===== src/logic/rv_pkg.sv =====
`default_nettype none

package rv_pkg;

    localparam int unsigned xlen = 32;

    localparam logic [xlen-1:0] reset_vector = 32'h0000_0100;

    // RV32I base opcodes, inst[6:0]
    typedef enum logic [6:0] {
        LUI    = 7'b0110111,
        AUIPC  = 7'b0010111,
        JAL    = 7'b1101111,
        JALR   = 7'b1100111,
        BRANCH = 7'b1100011,
        LOAD   = 7'b0000011,
        STORE  = 7'b0100011,
        OP_IMM = 7'b0010011,
        OP     = 7'b0110011,
        FENCE  = 7'b0001111,
        SYSTEM = 7'b1110011
    } opcode_e;

    // inst[31:20] of SYSTEM with funct3 zero
    typedef enum logic [11:0] {
        ECALL  = 12'h000,
        EBREAK = 12'h001,
        MRET   = 12'h302
    } sys_func_e;

    typedef enum logic [11:0] {
        MTVEC  = 12'h305,
        MEPC   = 12'h341,
        MCAUSE = 12'h342,
        MTVAL  = 12'h343
    } csr_addr_e;

    typedef enum logic [1:0] {
        FETCH,
        EXECUTE,
        WB,
        TRAP
    } ctrl_state_e;

    // Same encoding as funct3[1:0] of loads and stores
    typedef enum logic [1:0] {
        BYTE = 2'b00,
        HALF = 2'b01,
        WORD = 2'b10
    } mem_size_e;

    typedef enum logic [3:0] {
        INST_MISALIGN  = 4'd0,
        ILLEGAL        = 4'd2,
        BREAKPOINT     = 4'd3,
        LOAD_MISALIGN  = 4'd4,
        STORE_MISALIGN = 4'd6,
        ECALL_M        = 4'd11
    } trap_cause_e;

endpackage

`default_nettype wire

===== src/logic/trap_if.sv =====
`default_nettype none

interface trap_if;

    // Exception flags, valid in EXECUTE only
    logic illegal_inst;
    logic inst_addr_misalign;
    logic load_addr_misalign;
    logic store_addr_misalign;
    logic env_call;
    logic env_break;

    logic trap_start;
    logic trap_finish;
    logic trap_pending;

    modport source (
        output illegal_inst,
        output inst_addr_misalign,
        output load_addr_misalign,
        output store_addr_misalign,
        output env_call,
        output env_break,
        output trap_start,
        output trap_finish,
        input  trap_pending
    );

    modport sink (
        input  illegal_inst,
        input  inst_addr_misalign,
        input  load_addr_misalign,
        input  store_addr_misalign,
        input  env_call,
        input  env_break,
        input  trap_start,
        input  trap_finish,
        output trap_pending
    );

endinterface

`default_nettype wire


===== src/logic/core_ctrl_top.sv =====
`default_nettype none

module core_ctrl_top (
    input  logic                    clk,
    input  logic                    rst_n,
    input  logic [31:0]             inst,
    input  logic                    take_branch,
    input  logic [rv_pkg::xlen-1:0] next_pc,
    input  logic [rv_pkg::xlen-1:0] dmem_addr,
    input  logic [rv_pkg::xlen-1:0] csr_wdata,
    input  logic                    imem_ready,
    input  logic                    dmem_ready,
    output logic [rv_pkg::xlen-1:0] pc,
    output logic                    inst_read,
    output logic                    data_read,
    output logic                    data_write,
    output logic                    reg_write,
    output logic [3:0]              byte_en,
    output logic [rv_pkg::xlen-1:0] csr_rdata
);

    logic pc_write;
    logic csr_write;
    logic dmem_addr_misalign;

    trap_if trap_bus ();

    control_unit control_unit_i (
        .clk                (clk),
        .rst_n              (rst_n),
        .inst               (inst),
        .take_branch        (take_branch),
        .next_pc            (next_pc),
        .dmem_addr_misalign (dmem_addr_misalign),
        .imem_ready         (imem_ready),
        .dmem_ready         (dmem_ready),
        .trap               (trap_bus.source),
        .pc_write           (pc_write),
        .inst_read          (inst_read),
        .data_read          (data_read),
        .data_write         (data_write),
        .reg_write          (reg_write),
        .csr_write          (csr_write)
    );

    // Access size is funct3[1:0] of the load or store
    lsu_align lsu_align_i (
        .addr     (dmem_addr),
        .size     (rv_pkg::mem_size_e'(inst[13:12])),
        .misalign (dmem_addr_misalign),
        .byte_en  (byte_en)
    );

    machine_trap_unit machine_trap_unit_i (
        .clk        (clk),
        .rst_n      (rst_n),
        .pc_write   (pc_write),
        .next_pc    (next_pc),
        .fault_addr (dmem_addr),
        .csr_write  (csr_write),
        .csr_addr   (rv_pkg::csr_addr_e'(inst[31:20])),
        .csr_wdata  (csr_wdata),
        .trap       (trap_bus.sink),
        .pc         (pc),
        .csr_rdata  (csr_rdata)
    );

endmodule

`default_nettype wire


===== src/logic/machine_trap_unit.sv =====
`default_nettype none

module machine_trap_unit (
    input  logic                    clk,
    input  logic                    rst_n,
    input  logic                    pc_write,
    input  logic [rv_pkg::xlen-1:0] next_pc,
    input  logic [rv_pkg::xlen-1:0] fault_addr,
    input  logic                    csr_write,
    input  rv_pkg::csr_addr_e       csr_addr,
    input  logic [rv_pkg::xlen-1:0] csr_wdata,
    trap_if.sink                    trap,
    output logic [rv_pkg::xlen-1:0] pc,
    output logic [rv_pkg::xlen-1:0] csr_rdata
);

    rv_pkg::trap_cause_e     cause;
    logic [rv_pkg::xlen-1:0] tval;

    logic [rv_pkg::xlen-1:0] mtvec;
    logic [rv_pkg::xlen-1:0] mepc;
    logic [rv_pkg::xlen-1:0] mcause;
    logic [rv_pkg::xlen-1:0] mtval;

    assign trap.trap_pending = trap.inst_addr_misalign
                             | trap.illegal_inst
                             | trap.env_break
                             | trap.env_call
                             | trap.load_addr_misalign
                             | trap.store_addr_misalign;

    // Highest priority first
    always_comb begin
        cause = rv_pkg::ILLEGAL;
        tval  = '0;
        if (trap.inst_addr_misalign) begin
            cause = rv_pkg::INST_MISALIGN;
            tval  = next_pc;
        end else if (trap.illegal_inst) begin
            cause = rv_pkg::ILLEGAL;
        end else if (trap.env_break) begin
            cause = rv_pkg::BREAKPOINT;
        end else if (trap.env_call) begin
            cause = rv_pkg::ECALL_M;
        end else if (trap.load_addr_misalign) begin
            cause = rv_pkg::LOAD_MISALIGN;
            tval  = fault_addr;
        end else if (trap.store_addr_misalign) begin
            cause = rv_pkg::STORE_MISALIGN;
            tval  = fault_addr;
        end
    end

    always_ff @(posedge clk or negedge rst_n) begin
        if (!rst_n) begin
            pc <= rv_pkg::reset_vector;
        end else if (pc_write) begin
            if (trap.trap_start) begin
                pc <= {mtvec[rv_pkg::xlen-1:2], 2'b00};
            end else if (trap.trap_finish) begin
                pc <= mepc;
            end else begin
                pc <= next_pc;
            end
        end
    end

    always_ff @(posedge clk or negedge rst_n) begin
        if (!rst_n) begin
            mtvec  <= '0;
            mepc   <= '0;
            mcause <= '0;
            mtval  <= '0;
        end else begin
            // Cause and value are latched while the flags are still valid
            if (trap.trap_pending) begin
                mcause <= {{(rv_pkg::xlen - 4){1'b0}}, cause};
                mtval  <= tval;
            end
            if (pc_write && trap.trap_start) begin
                mepc <= pc;
            end
            if (csr_write) begin
                case (csr_addr)
                    rv_pkg::MTVEC:  mtvec  <= csr_wdata;
                    rv_pkg::MEPC:   mepc   <= csr_wdata;
                    rv_pkg::MCAUSE: mcause <= csr_wdata;
                    rv_pkg::MTVAL:  mtval  <= csr_wdata;
                    default: mtvec <= mtvec;
                endcase
            end
        end
    end

    always_comb begin
        case (csr_addr)
            rv_pkg::MTVEC:  csr_rdata = mtvec;
            rv_pkg::MEPC:   csr_rdata = mepc;
            rv_pkg::MCAUSE: csr_rdata = mcause;
            rv_pkg::MTVAL:  csr_rdata = mtval;
            default:        csr_rdata = '0;
        endcase
    end

    a_start_without_pending: assert property (@(posedge clk) disable iff (!rst_n)
        trap.trap_start |-> !trap.trap_pending)
        else $error("trap_start overlaps a new exception flag");

endmodule

`default_nettype wire


===== src/logic/control_unit.sv =====
`default_nettype none

module control_unit (
    input  logic                    clk,
    input  logic                    rst_n,
    input  logic [31:0]             inst,
    input  logic                    take_branch,
    input  logic [rv_pkg::xlen-1:0] next_pc,
    input  logic                    dmem_addr_misalign,
    input  logic                    imem_ready,
    input  logic                    dmem_ready,
    trap_if.source                  trap,
    output logic                    pc_write,
    output logic                    inst_read,
    output logic                    data_read,
    output logic                    data_write,
    output logic                    reg_write,
    output logic                    csr_write
);

    rv_pkg::opcode_e     opcode;
    rv_pkg::sys_func_e   sys_func;
    rv_pkg::ctrl_state_e state;
    rv_pkg::ctrl_state_e state_nxt;
    logic [2:0]          funct3;

    // Requests before trap masking
    logic pc_wr_req;
    logic data_rd_req;
    logic data_wr_req;
    logic reg_wr_req;
    logic csr_wr_req;

    assign opcode   = rv_pkg::opcode_e'(inst[6:0]);
    assign sys_func = rv_pkg::sys_func_e'(inst[31:20]);
    assign funct3   = inst[14:12];

    always_ff @(posedge clk or negedge rst_n) begin
        if (!rst_n) begin
            state <= rv_pkg::FETCH;
        end else begin
            state <= state_nxt;
        end
    end

    always_comb begin
        inst_read   = 1'b0;
        pc_wr_req   = 1'b0;
        data_rd_req = 1'b0;
        data_wr_req = 1'b0;
        reg_wr_req  = 1'b0;
        csr_wr_req  = 1'b0;

        trap.trap_start          = 1'b0;
        trap.trap_finish         = 1'b0;
        trap.illegal_inst        = 1'b0;
        trap.inst_addr_misalign  = 1'b0;
        trap.load_addr_misalign  = 1'b0;
        trap.store_addr_misalign = 1'b0;
        trap.env_call            = 1'b0;
        trap.env_break           = 1'b0;

        case (state)
            rv_pkg::FETCH: inst_read = 1'b1;

            rv_pkg::EXECUTE: begin
                case (opcode)
                    rv_pkg::LUI, rv_pkg::AUIPC, rv_pkg::OP_IMM, rv_pkg::OP: begin
                        pc_wr_req  = 1'b1;
                        reg_wr_req = 1'b1;
                    end
                    rv_pkg::JAL: begin
                        pc_wr_req  = 1'b1;
                        reg_wr_req = 1'b1;
                        trap.inst_addr_misalign = next_pc[1:0] != 2'b00;
                    end
                    rv_pkg::JALR: begin
                        pc_wr_req  = 1'b1;
                        reg_wr_req = 1'b1;
                        // Bit 0 is cleared by the datapath
                        trap.inst_addr_misalign = next_pc[1];
                    end
                    rv_pkg::BRANCH: begin
                        pc_wr_req = 1'b1;
                        trap.inst_addr_misalign = take_branch && next_pc[1:0] != 2'b00;
                    end
                    rv_pkg::FENCE: pc_wr_req = 1'b1;
                    rv_pkg::LOAD: begin
                        data_rd_req = 1'b1;
                        trap.load_addr_misalign = dmem_addr_misalign;
                        // funct3 of 011, 110 and 111 are not RV32I loads
                        trap.illegal_inst = funct3[1:0] == 2'b11 || funct3[2:1] == 2'b11;
                    end
                    rv_pkg::STORE: begin
                        data_wr_req = 1'b1;
                        pc_wr_req   = dmem_ready;
                        trap.store_addr_misalign = dmem_addr_misalign;
                        trap.illegal_inst = funct3[2] || funct3[1:0] == 2'b11;
                    end
                    rv_pkg::SYSTEM: begin
                        if (funct3 == 3'b000) begin
                            case (sys_func)
                                rv_pkg::ECALL:  trap.env_call = 1'b1;
                                rv_pkg::EBREAK: trap.env_break = 1'b1;
                                rv_pkg::MRET: begin
                                    pc_wr_req        = 1'b1;
                                    trap.trap_finish = 1'b1;
                                end
                                default: trap.illegal_inst = 1'b1;
                            endcase
                        end else if (funct3 == 3'b100) begin
                            trap.illegal_inst = 1'b1;
                        end else begin
                            // CSR access, rd gets the old value
                            pc_wr_req  = 1'b1;
                            reg_wr_req = 1'b1;
                            csr_wr_req = 1'b1;
                        end
                    end
                    default: trap.illegal_inst = 1'b1;
                endcase
            end

            rv_pkg::WB: begin
                pc_wr_req  = 1'b1;
                reg_wr_req = 1'b1;
            end

            rv_pkg::TRAP: begin
                pc_wr_req       = 1'b1;
                trap.trap_start = 1'b1;
            end

            default: inst_read = 1'b0;
        endcase
    end

    // A faulting instruction leaves no architectural trace
    assign pc_write   = pc_wr_req & ~trap.trap_pending;
    assign data_read  = data_rd_req & ~trap.trap_pending;
    assign data_write = data_wr_req & ~trap.trap_pending;
    assign reg_write  = reg_wr_req & ~trap.trap_pending;
    assign csr_write  = csr_wr_req & ~trap.trap_pending;

    always_comb begin
        state_nxt = state;
        case (state)
            rv_pkg::FETCH: begin
                if (imem_ready) begin
                    state_nxt = rv_pkg::EXECUTE;
                end
            end
            rv_pkg::EXECUTE: begin
                if (trap.trap_pending) begin
                    state_nxt = rv_pkg::TRAP;
                end else if (opcode == rv_pkg::LOAD) begin
                    if (dmem_ready) begin
                        state_nxt = rv_pkg::WB;
                    end
                end else if (opcode == rv_pkg::STORE) begin
                    if (dmem_ready) begin
                        state_nxt = rv_pkg::FETCH;
                    end
                end else begin
                    state_nxt = rv_pkg::FETCH;
                end
            end
            default: state_nxt = rv_pkg::FETCH;
        endcase
    end

    a_trap_start_pulse: assert property (@(posedge clk) disable iff (!rst_n)
        trap.trap_start |=> !trap.trap_start)
        else $error("trap_start held longer than one cycle");

    a_strobes_masked: assert property (@(posedge clk) disable iff (!rst_n)
        trap.trap_pending |-> !(pc_write || reg_write || data_read || data_write || csr_write))
        else $error("state-changing strobe while trap pending");

endmodule

`default_nettype wire


===== src/logic/lsu_align.sv =====
`default_nettype none

module lsu_align (
    input  logic [rv_pkg::xlen-1:0] addr,
    input  rv_pkg::mem_size_e       size,
    output logic                    misalign,
    output logic [3:0]              byte_en
);

    always_comb begin
        misalign = 1'b0;
        byte_en  = 4'b0000;

        case (size)
            rv_pkg::BYTE: begin
                byte_en = 4'b0001 << addr[1:0];
            end
            rv_pkg::HALF: begin
                misalign = addr[0];
                case (addr[1:0])
                    2'b00:   byte_en = 4'b0011;
                    2'b10:   byte_en = 4'b1100;
                    default: byte_en = 4'b0000;
                endcase
            end
            rv_pkg::WORD: begin
                misalign = addr[1:0] != 2'b00;
                if (addr[1:0] == 2'b00) begin
                    byte_en = 4'b1111;
                end
            end
            // Size 11 is caught as illegal by the decoder
            default: begin
                misalign = 1'b0;
                byte_en  = 4'b0000;
            end
        endcase

        a_no_enable_on_misalign: assert (!(misalign && byte_en != 4'b0000))
            else $error("byte enables active on a misaligned access");
    end

endmodule

`default_nettype wire


===== config.mk =====
export PLATFORM = sky130hd
export DESIGN_NAME = core_ctrl_top
export DESIGN_NICKNAME = d
export VERILOG_FILES = /design/src/logic/rv_pkg.sv /design/src/logic/trap_if.sv /design/src/logic/core_ctrl_top.sv /design/src/logic/machine_trap_unit.sv /design/src/logic/control_unit.sv /design/src/logic/lsu_align.sv
export SDC_FILE = /design/constraint.sdc
export NUM_CORES = 1
export LEC_CHECK = 0
export ABC_AREA = 1
export BUFFER_PORTS_ARGS = -buffer_cell sky130_fd_sc_hd__buf_2
export CELL_PAD_IN_SITES_DETAIL_PLACEMENT = 0
export CELL_PAD_IN_SITES_GLOBAL_PLACEMENT = 1
export CORE_MARGIN = 2
export CORE_UTILIZATION = 35
export CTS_BUF_LIST = sky130_fd_sc_hd__clkbuf_16
export CTS_CLUSTER_SIZE = 25
export DETAILED_ROUTE_END_ITERATION = 12
export GPL_TIMING_DRIVEN = 0
export PLACE_DENSITY_LB_ADDON = 0.08
export SYNTH_ARGS = -nofsm -noshare
export SYNTH_HDL_FRONTEND = slang
export SYNTH_SLANG_ARGS = --single-unit
export TNS_END_PERCENT = 20

===== constraint.sdc =====
create_clock -name clk -period 4 [get_ports clk]
set_input_delay 0.2 -clock clk [delete_from_list [all_inputs] [get_ports clk]]
set_output_delay 0.2 -clock clk [all_outputs]
set_load 0.02 [all_outputs]

* After elaboration in Yosys (flattened, before gate mapping)
Index checks and enable logic that the tools add are counted.
Widths: inputs -> output; s select.
** Storage, ports and cells
- Bits in writable memories :: 0
- Flip-flop bits (word level) :: 162
- Memories kept :: 0
- Word-level logic and storage cells :: 137
- Output and inout bits :: 72
- Bits in latches :: 0
- ROM bits :: 0
** Cells by class
- $mul :: 0
- Mux-type cells :: 73
- Div/mod/pow operators :: 0
- Bitwise operators :: 11
- Reductions and logical operators :: 17
- Equality and inequality tests :: 29
- Shift operators :: 1
- $add $sub $neg :: 0
- Order comparisons :: 0
** Operator list (count)
- $mux 32 :: 17
- $pmux 32 s4 :: 1
- $eq 12x10->1 const B :: 5
- $mux 1 :: 32
- $eq 7x7->1 const B :: 4
- $mux 4 :: 6
- $eq 7x6->1 const B :: 3
- $eq 7x5->1 const B :: 2
- $eq 12x1->1 const B :: 1
- $eq 2x2->1 const B :: 6
- $logic_not 12->1 :: 1
- $mux 2 :: 6
- $pmux 4 s3 :: 1
- $ne 4x3->1 const B :: 2
- $pmux 1 s2 :: 4
- $pmux 4 s2 :: 1
- $reduce_or 8->1 :: 1
- $eq 7x2->1 const B :: 1
- $eq 7x4->1 const B :: 1
- $logic_not 2->1 :: 3
- $pmux 1 s3 :: 2
- $reduce_or 6->1 :: 1
- $and 1x1->1 :: 5
- $or 1x1->1 :: 5
- other kinds (16) :: 20

* Depth between registers and ports, before layout
Gate-level depths: netlist (run 1).
- Depth in word-level cells :: 17
- Depth in mapped cells :: 19
- Gate-level depth less buffers :: 17

* Cells and area by module
From an unflattened synthesis (run 1), not the netlist that was laid out.
** Second synthesis, totals
- Cell total of the unflattened synthesis :: 1570
- Area total of the unflattened synthesis :: 10513.8 um2
** Modules (own cells, without submodules)
- machine_trap_unit :: sequential area each 4005.1 um2, cells each 1423, area each 9716.8 um2, instances 1
- control_unit :: sequential area each 50.0 um2, cells each 119, area each 615.6 um2, instances 1
- lsu_align :: sequential area each 0.0 um2, cells each 28, area each 181.4 um2, instances 1

* Worst setup path before layout (run 1)
No wires, ideal clock.
- Path kind :: register -> output
- Start :: register control_unit_i.state[1]
- End :: output port reg_write
- Data arrival time :: 2.205 ns
- Data required time :: 3.800 ns
- Buffers on the path :: 3
- Path slack :: 1.595 ns
- Cell stages (with the launch flop) :: 15
- Path through :: dfrtp_1 inv_1 ha_1 clkbuf_1 o21ai_0 nor2_1 nand2_1 nand2_2 inv_2 nand2_1 a21oi_2 buf_4 buf_2 nand2_1 a21oi_1
** Between the ends
- Longest elaborated chain between the ends :: 9
** RTL lines
- from (decl) :: RTL line control_unit.sv:23 : rv_pkg::ctrl_state_e state;
- from (signal assigned) :: RTL line control_unit.sv:40 : state <= rv_pkg::FETCH;
- from (signal assigned) :: RTL line control_unit.sv:42 : state <= state_nxt;
- $eq 2x1->1 :: RTL line control_unit.sv:63 : case (state)
- $mux 1 :: RTL line control_unit.sv:63
- $or 1x1->1 :: RTL line machine_trap_unit.sv:26 : | trap.illegal_inst
- $or 1x1->1 :: RTL line machine_trap_unit.sv:27 : | trap.env_break
- $or 1x1->1 :: RTL line machine_trap_unit.sv:28 : | trap.env_call
- $or 1x1->1 :: RTL line machine_trap_unit.sv:29 : | trap.load_addr_misalign
- $or 1x1->1 :: RTL line machine_trap_unit.sv:30 : | trap.store_addr_misalign;
- $not 1->1 :: RTL line control_unit.sv:142 : assign reg_write = reg_wr_req & ~trap.trap_pending;
- $and 1x1->1 * :: RTL line control_unit.sv:142
- to (decl) :: RTL line core_ctrl_top.sv:17 : output logic reg_write,
Mark *: on every way between the ends. The rest lies on a longest branch, timed or not.

* Worst setup path in the final report (run 1)
Ends and elaborated chain as after synthesis.

==> results of run 1 <==
-- power by group through the flow --
stage | registers, uW | logic, uW | clock network [uW]
floorplan | 2280 | 1190 | 0
global placement | 2120 | 2260 | 0
detailed placement | 2120 | 2270 | 0
CTS | 2090 | 2290 | 1610
global route | 2130 | 2530 | 1680
finish | 2090 | 2300 | 1590
-- worst max-delay path, stage by stage, from the launching register on --
cell      delay [ps]
dfrtp_1          400
inv_1             80
ha_1             200
clkbuf_1         230
o21ai_0          140
nor2_1            60
nand2_1          150
nand2_2           90
inv_2             90
nand2_1           70
a21oi_2          310
buf_4            290
buf_2            280
nand2_1           80
a21oi_1          120
buf_2            190
-- synth_stat cells, drive strengths merged --
library cell / count
nand2: 468
inv: 171
o21ai: 167
dfrtp: 161
nand3: 108
clkbuf: 50
nor2: 48
nand4: 39
buf: 38
o2111ai: 31
a22oi: 29
a21boi: 27
ha: 9
nor3: 9
a21oi: 8
a211oi: 3
clkinv: 3
o211ai: 2
a221oi: 1
and2: 1
and3: 1
dfstp: 1
nand3b: 1
-- final timing paths --
check                                              from                             end  slack, ps  depth (start not counted)
max                             control_unit_i.state[1]                       reg_write        590                         15
min                                       csr_wdata[23]    machine_trap_unit_i.mepc[23]         10                          3
max reg2reg                     control_unit_i.state[1]   machine_trap_unit_i.mtval[21]        830                         11
min reg2reg                machine_trap_unit_i.mtvec[0]    machine_trap_unit_i.mtvec[0]        500                          2
max in group asynchronous                         rst_n  machine_trap_unit_i.mcause[17]       2770                          3
min in group asynchronous                         rst_n       machine_trap_unit_i.pc[0]        330                          2
-- registers in the layout (all words and copies together), names as in the netlist --
name and flops:
machine_trap_unit_i.mtval 32, machine_trap_unit_i.pc 32, machine_trap_unit_i.mepc 32, control_unit_i.state 2, machine_trap_unit_i.mcause 32, machine_trap_unit_i.mtvec 32
-- cell type report --
type                       count  area (sq um)  share of cell area, %
buffer                        88           433                   3.60
clock buffer                  17           425                   3.54
clock inverter                15           121                   1.01
inverter                     174           653                   5.43
multi-input combinational    952          4610                   38.3
sequential                   162          4060                   33.7
tap                          378           473                   3.94
timing repair buffer         219          1250                   10.4
-- cell families (layout without fill, tap and decap cells) --
kind of cell | Yosys count | after routing | share of synthesized area, %
buffers and inverters | 262 | 513 | 11.1
adders and majority gates | 9 | 9 | 1.16
AOI/OAI and AO/OA | 268 | 268 | 16.7
and+or+nand+nor | 675 | 675 | 29.4
DFF | 162 | 162 | 41.6
-- through the flow --
stage               instances  total power, uW
floorplan                1376             3470
global placement         1948             4380
detailed placement       1949             4390
CTS                      2005             6000
global route             2005             6340
finish                   2005             5980
-- layer usage --
| layer | track usage (%) | wire (microns) | share of wire, % |
|---|---|---|---|
| met1 | 38.9 | 18300 | 45 |
| met2 | 45.4 | 18500 | 46 |
| met3 | 4.74 | 2660 | 6.6 |
| met4 | 8.25 | 1010 | 2.5 |
| met5 | 0 | 0 | 0 |
-- repair_timing --
item,CTS,global route
endpoints found under the setup margin,0,0
hold buffers,24,0
endpoints found under the hold margin,95,0
resized for setup,0,0
==> flow_summary.yaml, run 1 <==
status:
  status: "completed"
finish:
  most-common-layout-cells: "461 x nand2_1, 219 x buf_2, 164 x inv_1"
  post-route-cell-area_sq_um: 12000
  area_delta_synth_final_pct: 23.3
  final_common_cell: "nand2_1"
  post-route-util_pct: 43.5
  fill_cells: 3020
  num_antenna_cells: 0
  drive_gt1_share_pct: 18.1
  fin_nets: 1756
timing:
  skew_ps: 8.57
  fmax_mhz: 293
  period_share_pct: 85.3
  fin_crit_ps: 3410
  hold_viol_final: 0
  setup_violations: 0
  slew_headroom_pct: 30.0
  slew_viol_final: 0
  finalWorstSetupSlack_ps: 588
  worst_pin_slew_ps: 1050
  fin_hold_ws_ps: 14.2
  fin_tns_setup_ps: 0
  rsz0062_at_grt: "no"
clock_tree:
  htree_num_levels: 4
  numClockSinks: 162
  clkLatencyLatePin_ps: 440
  cts_inserted_buffers: 17
  cts-root-buf: "clkbuf_16"
  cts_tree: "built"
  cts.path.max_buffers: 2
  post-cts-setup-buffers: 0
  cts.clk_slew.worst_paths_ps: 70
logic_synthesis:
  ys_seq_elements: 162
  yosysTopAreaCellShare_pct: 41.3
  yosys_warnings: 0
  synth_area_sq_um: 9750
  synth_area_leaders: "dfrtp_1 41%, nand2_1 18%, inv_1 6.3%, o21ai_0 6.1%, nand3_1 5.4%"
  ys_types: 36
  syn-num-nets: 1518
  synth_largest_area_cell: "dfrtp_1"
  seq_area_frac_synth_pct: 41.6
  syn_inst: 1376
  avgSynthCellArea_sq_um: 7.09
global_routing:
  grt_util_all_layers_pct: 28.2
  grt_pass1_wl_mm: 60.7
  grt.overflow.total: 0
  grt_max_degree: 90
  grt_pass1_vias: 9994
  antenna_found_initial: 0
floorplanning:
  die_y_microns: 171
  start_util_pct: 35.3
  coreArea_sq_um: 27600
  ioPinCount: 205
  row_count: 61
  die_w_microns: 171
  die-area_sq_um: 29200
power_and_ir_drop:
  p_leak_uw: 0.00613
  p_seq_share_pct: 35.0
  p_per_area_nw_per_um2: 497
  p_int_uw: 3390
  ir_drop_uv: 235
  netSwitchingFraction_pct: 43.4
  p_comb_share_pct: 38.5
  switchingPower_uw: 2590
  clockPowerShare_pct: 26.5
worst_setup_path:
  crit_type: "reg2out"
  critPathCaptureType: "primary output"
  critPathLaunchType: "register"
  path_max_fanout: 10
  cp_data_required_time_ps: 3800
  cp.arrival_ps: 3210
routing:
  drc: 0
  vias_per_cell: 5.18
  ant_nets: 0
  routedWlPerCell_microns: 20.2
  drt-total-wl_mm: 40.5
  vias: 10400
  drt_iter0_drc: 951
  dr.pass1.iters: 7
placed_design:
  place_ws_ps: 935
  placedInstanceArea_sq_um: 11200
  gp_congestion: 0.824
  port_buffers: 194
  dpl.hpwl_mm: 28.0
hold_path:
  hold_path.class: "in2reg"
run:
  drv_cap: 0
(Power assumes the default switching activity.)
==> inputs of run 2 (changes only) <==
--- a/config.mk
+++ b/config.mk
@@ -5,7 +5,6 @@
 export SDC_FILE = /design/constraint.sdc
 export NUM_CORES = 1
 export LEC_CHECK = 0
-export ABC_AREA = 1
 export BUFFER_PORTS_ARGS = -buffer_cell sky130_fd_sc_hd__buf_2
 export CELL_PAD_IN_SITES_DETAIL_PLACEMENT = 0
 export CELL_PAD_IN_SITES_GLOBAL_PLACEMENT = 1
@@ -15,6 +14,7 @@
 export CTS_CLUSTER_SIZE = 25
 export DETAILED_ROUTE_END_ITERATION = 12
 export GPL_TIMING_DRIVEN = 0
+export HOLD_SLACK_MARGIN = 0.06
 export PLACE_DENSITY_LB_ADDON = 0.08
 export SYNTH_ARGS = -nofsm -noshare
 export SYNTH_HDL_FRONTEND = slang
==> run 2 against run 1 <==
  * Flip-flop and latch count is the same
  * Utilization up 1.2 points
  * Critical endpoint is now machine_trap_unit_i.mepc[22]
  * Clock power hardly changed
  * Highest routed layer unchanged
  * Clock-buffer cell count is the same
  * Global-route usage fell by 1.5 points
  * Sequential share of layout area rose by 2.2 points
  * Power decreased by 4.4%
  * Final cell count down 24%
  * Cell area shrank 6.1%
==> flow_summary.yaml, run 2 <==
timing:
  worst_pin_slew_ps: 1410
  fin_crit_ps: 3650
  slew_viol_final: 0
  skew_ps: 8.97
  setup_violations: 0
  rsz0062_at_grt: "no"
  fin_hold_ws_ps: 70.9
  fmax_mhz: 274
  slew_headroom_pct: 4.73
  period_share_pct: 91.2
  hold_viol_final: 0
  fin_tns_setup_ps: 0
clock_tree:
  cts_tree: "built"
  cts-root-buf: "clkbuf_16"
  cts-resized-gates: 0
  htree_num_levels: 4
  clkLatencyLatePin_ps: 440
  post-cts-setup-buffers: 0
  cts.clk_slew.worst_paths_ps: 70
  numClockSinks: 162
  cts.path.max_buffers: 2
  cts_inserted_buffers: 17
  hold_buffers: 29
logic_synthesis:
  yosysTopAreaCellShare_pct: 44.6
  synth_area_sq_um: 9040
  seq_area_frac_synth_pct: 44.9
  ys_seq_elements: 162
  synth-edff-count: 0
  yosys_warnings: 0
  avgSynthCellArea_sq_um: 9.52
  async_reset_ff_share_pct: 100
  synthTopCellsByCount: "191 x nand2_1, 161 x dfrtp_1, 96 x a22oi_1, 66 x o211ai_1, 65 x clkbuf_1"
  ys.flop_type: "dfrtp_1"
  yosysMostFrequentCell: "nand2_1"
  syn_inst: 949
  synth_area_leaders: "dfrtp_1 45%, a22oi_1 8.0%, nand2_1 7.9%, o211ai_1 5.5%, mux2_2 4.2%"
  ys_types: 54
  syn-num-nets: 1091
  synth_largest_area_cell: "dfrtp_1"
power_and_ir_drop:
  p_per_area_nw_per_um2: 506
  p_leak_uw: 0.00504
  ir_drop_uv: 254
finish:
  most-common-layout-cells: "205 x buf_2, 191 x nand2_1, 161 x dfrtp_1"
  post-route-util_pct: 44.7
  drive_gt1_share_pct: 23.6
  area_delta_synth_final_pct: 24.9
  final_cells: 1531
  fin_nets: 1330
  num_antenna_cells: 0
  final_common_cell: "buf_2"
  fill_cells: 2624
routing:
  routedWlPerCell_microns: 23.1
  drt-met1-wl_mm: 15.9
  drc: 0
  maxUsedRoutingLayer: "met4"
  ant_nets: 0
  dr.pass1.iters: 5
  wl_met2_mm: 16.7
  dr_wl_met3_mm: 2.12
  vias: 8676
  drt_iter0_drc: 580
  vias_per_cell: 5.67
  drt-total-wl_mm: 35.4
worst_setup_path:
  critPathCaptureType: "register"
  cp_data_required_time_ps: 4310
  critPathLaunchType: "register"
  rrSetupSlack_ps: 350
  cp.arrival_ps: 3950
  crit_type: "reg2reg"
  path_max_fanout: 10
placed_design:
  place_inst: 1470
  dpl.hpwl_mm: 24.1
  gp_congestion: 0.836
  port_buffers: 190
global_routing:
  grt.overflow.total: 0
  antenna_found_initial: 0
  grt_util_all_layers_pct: 26.6
  grt_pass1_vias: 8732
  grt_max_degree: 95
  grt_pass1_wl_mm: 53.4
floorplanning:
  die_y_microns: 165
  ioPinCount: 205
  coreArea_sq_um: 25300
  die-area_sq_um: 27100
  start_util_pct: 35.8
  die_w_microns: 165
  row_count: 58
run:
  drv_cap: 0
hold_path:
  hold_path.class: "in2reg"
status:
  status: "completed"
run 2: cell types whose count changed in the layout (fill, tap and decap cells not counted), moves of 34 or more:
cell / previous run / this run
nand3_1: 106 / 5
mux2_2: 0 / 34
o211ai_1: 1 / 66
inv_1: 164 / 12
o21ai_0: 118 / 64
nand2_1: 461 / 191
o21ai_1: 49 / 0
a22oi_1: 29 / 96
run 2: layout make-up:
cell class | instances | area [sq um] | share of cell area [%]
inverters | 10 | 37.5 | 0.333
clock buffers | 17 | 425 | 3.77
plain buffers | 88 | 373 | 3.30
multi-input cells | 689 | 4570 | 40.5
clock inverters | 15 | 131 | 1.16
repair buffers | 220 | 1280 | 11.3
flip-flops and latches | 162 | 4060 | 35.9
well taps | 330 | 413 | 3.66
run 2: final timing paths:
kind	startpoint	depth (start not counted)	endpoint
setup reg to reg	control_unit_i.state[1]	10	machine_trap_unit_i.mepc[22]
max in group asynchronous	rst_n	3	machine_trap_unit_i.pc[14]
hold / removal	dmem_addr[15]	3	machine_trap_unit_i.mtval[15]
min in group asynchronous	rst_n	2	control_unit_i.state[1]
setup / recovery	control_unit_i.state[1]	10	machine_trap_unit_i.mepc[22]
hold reg to reg	machine_trap_unit_i.mtvec[1]	1	machine_trap_unit_i.mtvec[1]
run 2: worst max-delay path, stage by stage (launching register included):
cell and delay (ps):
dfrtp_1 390, inv_1 80, ha_1 240, and3_1 160, o211ai_1 180, nor2_1 260, nor4b_1 1210, and2_1 240
clkbuf_1 260, buf_2 340, o211ai_1 140
run 2: report_power, final:
| group | total, uW | internal [uW] | switching [uW] | leakage (uW) |
|---|---|---|---|---|
| sequential | 2240 | 1960 | 277 | 0.00216 |
| combinational | 1860 | 654 | 1210 | 0.00261 |
| clock | 1620 | 863 | 754 | 0.000269 |
run 2: metal layers:
metal	track usage, %	up-vias
li1	-	4013
met1	36.8	4314
met2	43.0	308
met3	4.50	41
met4	7.67	0
met5	0	-
run 2: kinds of logic (layout without fill, tap and decap cells):
logic type	after synthesis	in the layout	share of synthesized area, %
adders and majority gates	9	9	1.25
DFF	162	162	44.9
and+or+nand+nor	300	300	15.5
muxes	97	97	11.6
AOI/OAI and AO/OA	283	283	22.2
buffers and inverters	98	350	4.54
run 2: per-stage QoR:
step | instance area, sq um | total power (uW) | setup slack (ps)
after CTS | 11300 | 5750 | 358
after detailed placement | 10400 | 4110 | 419
after global placement | 10400 | 4090 | -156
after floorplan | 9040 | 3290 | 1330
after global routing | 11300 | 5990 | 163
final | 11300 | 5720 | 352
==> inputs of run 3 (changes only) <==
--- a/config.mk
+++ b/config.mk
@@ -8,6 +8,7 @@
 export BUFFER_PORTS_ARGS = -buffer_cell sky130_fd_sc_hd__buf_2
 export CELL_PAD_IN_SITES_DETAIL_PLACEMENT = 0
 export CELL_PAD_IN_SITES_GLOBAL_PLACEMENT = 1
+export CORE_ASPECT_RATIO = 1.1
 export CORE_MARGIN = 2
 export CORE_UTILIZATION = 35
 export CTS_BUF_LIST = sky130_fd_sc_hd__clkbuf_16
==> run 3 against run 2 <==
  * Clock power rose by 6%
  * First-iteration DRC count rose by 27%
  * Sequential share of layout area fell by 0.23 points
  * Fmax rose by 2.2%
  * Clock skew barely moved
  * Worst hold slack got worse by 5.8 ps
  * Critical endpoint is now data_write
  * Highest routed layer unchanged
==> flow_summary.yaml, run 3 (synthesis results as in run 2) <==
routing:
  ant_nets: 0
  drt-total-wl_mm: 35.7
  vias: 8707
  drt_iter0_drc: 735
  routedWlPerCell_microns: 23.1
  drc: 0
  dr.pass1.iters: 5
  vias_per_cell: 5.63
worst_setup_path:
  ff2ff_path_depth: 10
  path_max_fanout: 10
  rr_endpoint: "machine_trap_unit_i.mtval[26]"
  rrSetupSlack_ps: 670
  max_stage_delay_ps: 530
  critPathCaptureType: "primary output"
  crit_chain: "inv_1 -> ha_1 -> and4_1 -> or3b_2 -> nor3_4 -> nor2_1 -> nand2_1 -> clkbuf_1 -> nor3_1 -> buf_2"
  crit_type: "reg2out"
  cp.arrival_ps: 3370
  critPathLaunchType: "register"
  cp_data_required_time_ps: 3800
  crit_slowest_cell: "or3b_2"
  r2r-start: "control_unit_i.state[1]"
timing:
  fmax_mhz: 280
  worst_pin_slew_ps: 1330
  rsz0062_at_grt: "no"
  fin_crit_ps: 3570
  slew_headroom_pct: 10.5
  slew_viol_final: 0
  setup_violations: 0
  finalWorstSetupSlack_ps: 430
  hold_viol_final: 0
  period_share_pct: 89.3
  fin_tns_setup_ps: 0
  skew_ps: 8.89
placed_design:
  dpl.hpwl_mm: 24.2
  place_ws_ps: 423
  port_buffers: 190
  gp_congestion: 0.791
clock_tree:
  post-cts-setup-buffers: 0
  cts_inserted_buffers: 17
  clkLatencyLatePin_ps: 440
  cts_tree: "built"
  numClockSinks: 162
  cts-root-buf: "clkbuf_16"
  htree_num_levels: 4
  cts.path.max_buffers: 2
  cts.clk_slew.worst_paths_ps: 70
hold_path:
  hold_depth: 3
  holdPathEnd: "machine_trap_unit_i.mcause[10]"
  hold_path.class: "in2reg"
  min-delay-start: "csr_wdata[10]"
finish:
  drive_gt1_share_pct: 23.9
  num_antenna_cells: 0
  most-common-layout-cells: "205 x buf_2, 191 x nand2_1, 161 x dfrtp_1"
  multiInputGateArea_sq_um: 4580
  area_delta_synth_final_pct: 25.7
  fin_nets: 1331
  final_common_cell: "buf_2"
  fill_cells: 2613
  regArea_sq_um: 4060
power_and_ir_drop:
  p_per_area_nw_per_um2: 512
  p_leak_uw: 0.00506
  ir_drop_uv: 278
  p_seq_share_pct: 38.5
  switchingPower_uw: 2270
  p_comb_share_pct: 32.0
  clockPowerShare_pct: 29.4
  p_total_uw: 5820
  p_int_uw: 3550
  netSwitchingFraction_pct: 38.9
status:
  status: "completed"
floorplanning:
  row_count: 61
  die_w_microns: 157
  ioPinCount: 205
  start_util_pct: 35.7
  die_y_microns: 173
  coreArea_sq_um: 25300
  die-area_sq_um: 27100
global_routing:
  grt.overflow.total: 0
  grt_pass1_wl_mm: 53.4
  antenna_found_initial: 0
  grt_util_all_layers_pct: 26.2
  grt_pass1_vias: 8746
  grt_max_degree: 91
run:
  drv_cap: 0
run 3: cell count changes in the layout (fill, tap and decap cells not counted):
cell / before / now
bufinv_16: 1 / 2
clkinv_1: 1 / 0
clkinv_2: 1 / 0
clkinv_4: 0 / 1
dlygate4sd3_1: 29 / 30
inv_1: 12 / 10
inv_6: 5 / 4
inv_8: 1 / 3
nor4b_1: 1 / 0
nor4b_2: 0 / 1
run 3: timing repair:
action	in CTS	in global routing
resized for setup	0	0
hold endpoints to repair	137	0
hold buffers	30	0
run 3: cell type report:
cell class                 count  area share (%)
clock inverter                14            1.48
sequential                   162            35.7
buffer                        88            3.28
multi-input combinational    689            40.3
tap                          346            3.81
clock buffer                  17            3.74
timing repair buffer         221            11.3
inverter                      10           0.330
run 3: critical path: cells and delay by family (launching register included):
family | cells | cell delay, ps
fa+ha+maj | 1 | 240
buf+inv | 3 | 720
flops | 1 | 420
simple gates | 6 | 1550
run 3: how the worst max path moves through the flow:
stage,from,endpoint,depth (start not counted)
6_report,control_unit_i.state[1],data_write,10
5_1_grt,control_unit_i.state[1],reg_write,10
4_1_cts,control_unit_i.state[1],machine_trap_unit_i.mepc[20],10
3_5_place_dp,control_unit_i.state[1],machine_trap_unit_i.mepc[26],10
3_3_place_gp,rst_n,machine_trap_unit_i.pc[17],1
2_1_floorplan,control_unit_i.state[1],machine_trap_unit_i.pc[0],10
run 3: metal layers:
layer / track usage [%] / part of all wire, % / vias to the layer above
li1: - / - / 4010
met1: 35.5 / 44 / 4356
met2: 43.2 / 49 / 293
met3: 4.09 / 5.4 / 48
met4: 7.46 / 2.3 / 0
met5: 0 / 0 / -
run 3: through the flow:
stage | instance area [sq um] | hold slack, ps | utilization, % | std cells
floorplan | 9040 | -95.6 | - | 949
global placement | 10400 | 466 | 41.1 | 1485
detailed placement | 10500 | 230 | 41.3 | 1486
CTS | 11400 | 64.2 | 44.8 | 1547
global route | 11400 | 67.7 | 44.8 | 1547
finish | 11400 | 65.1 | 44.8 | 1547
run 3: power by group through the flow:
stage / logic [uW] / registers, uW / clock network (uW)
detailed placement: 1830 / 2270 / 0
CTS: 1860 / 2240 / 1730
global placement: 1820 / 2270 / 0
finish: 1860 / 2240 / 1710
floorplan: 915 / 2370 / 0
global route: 2010 / 2280 / 1780
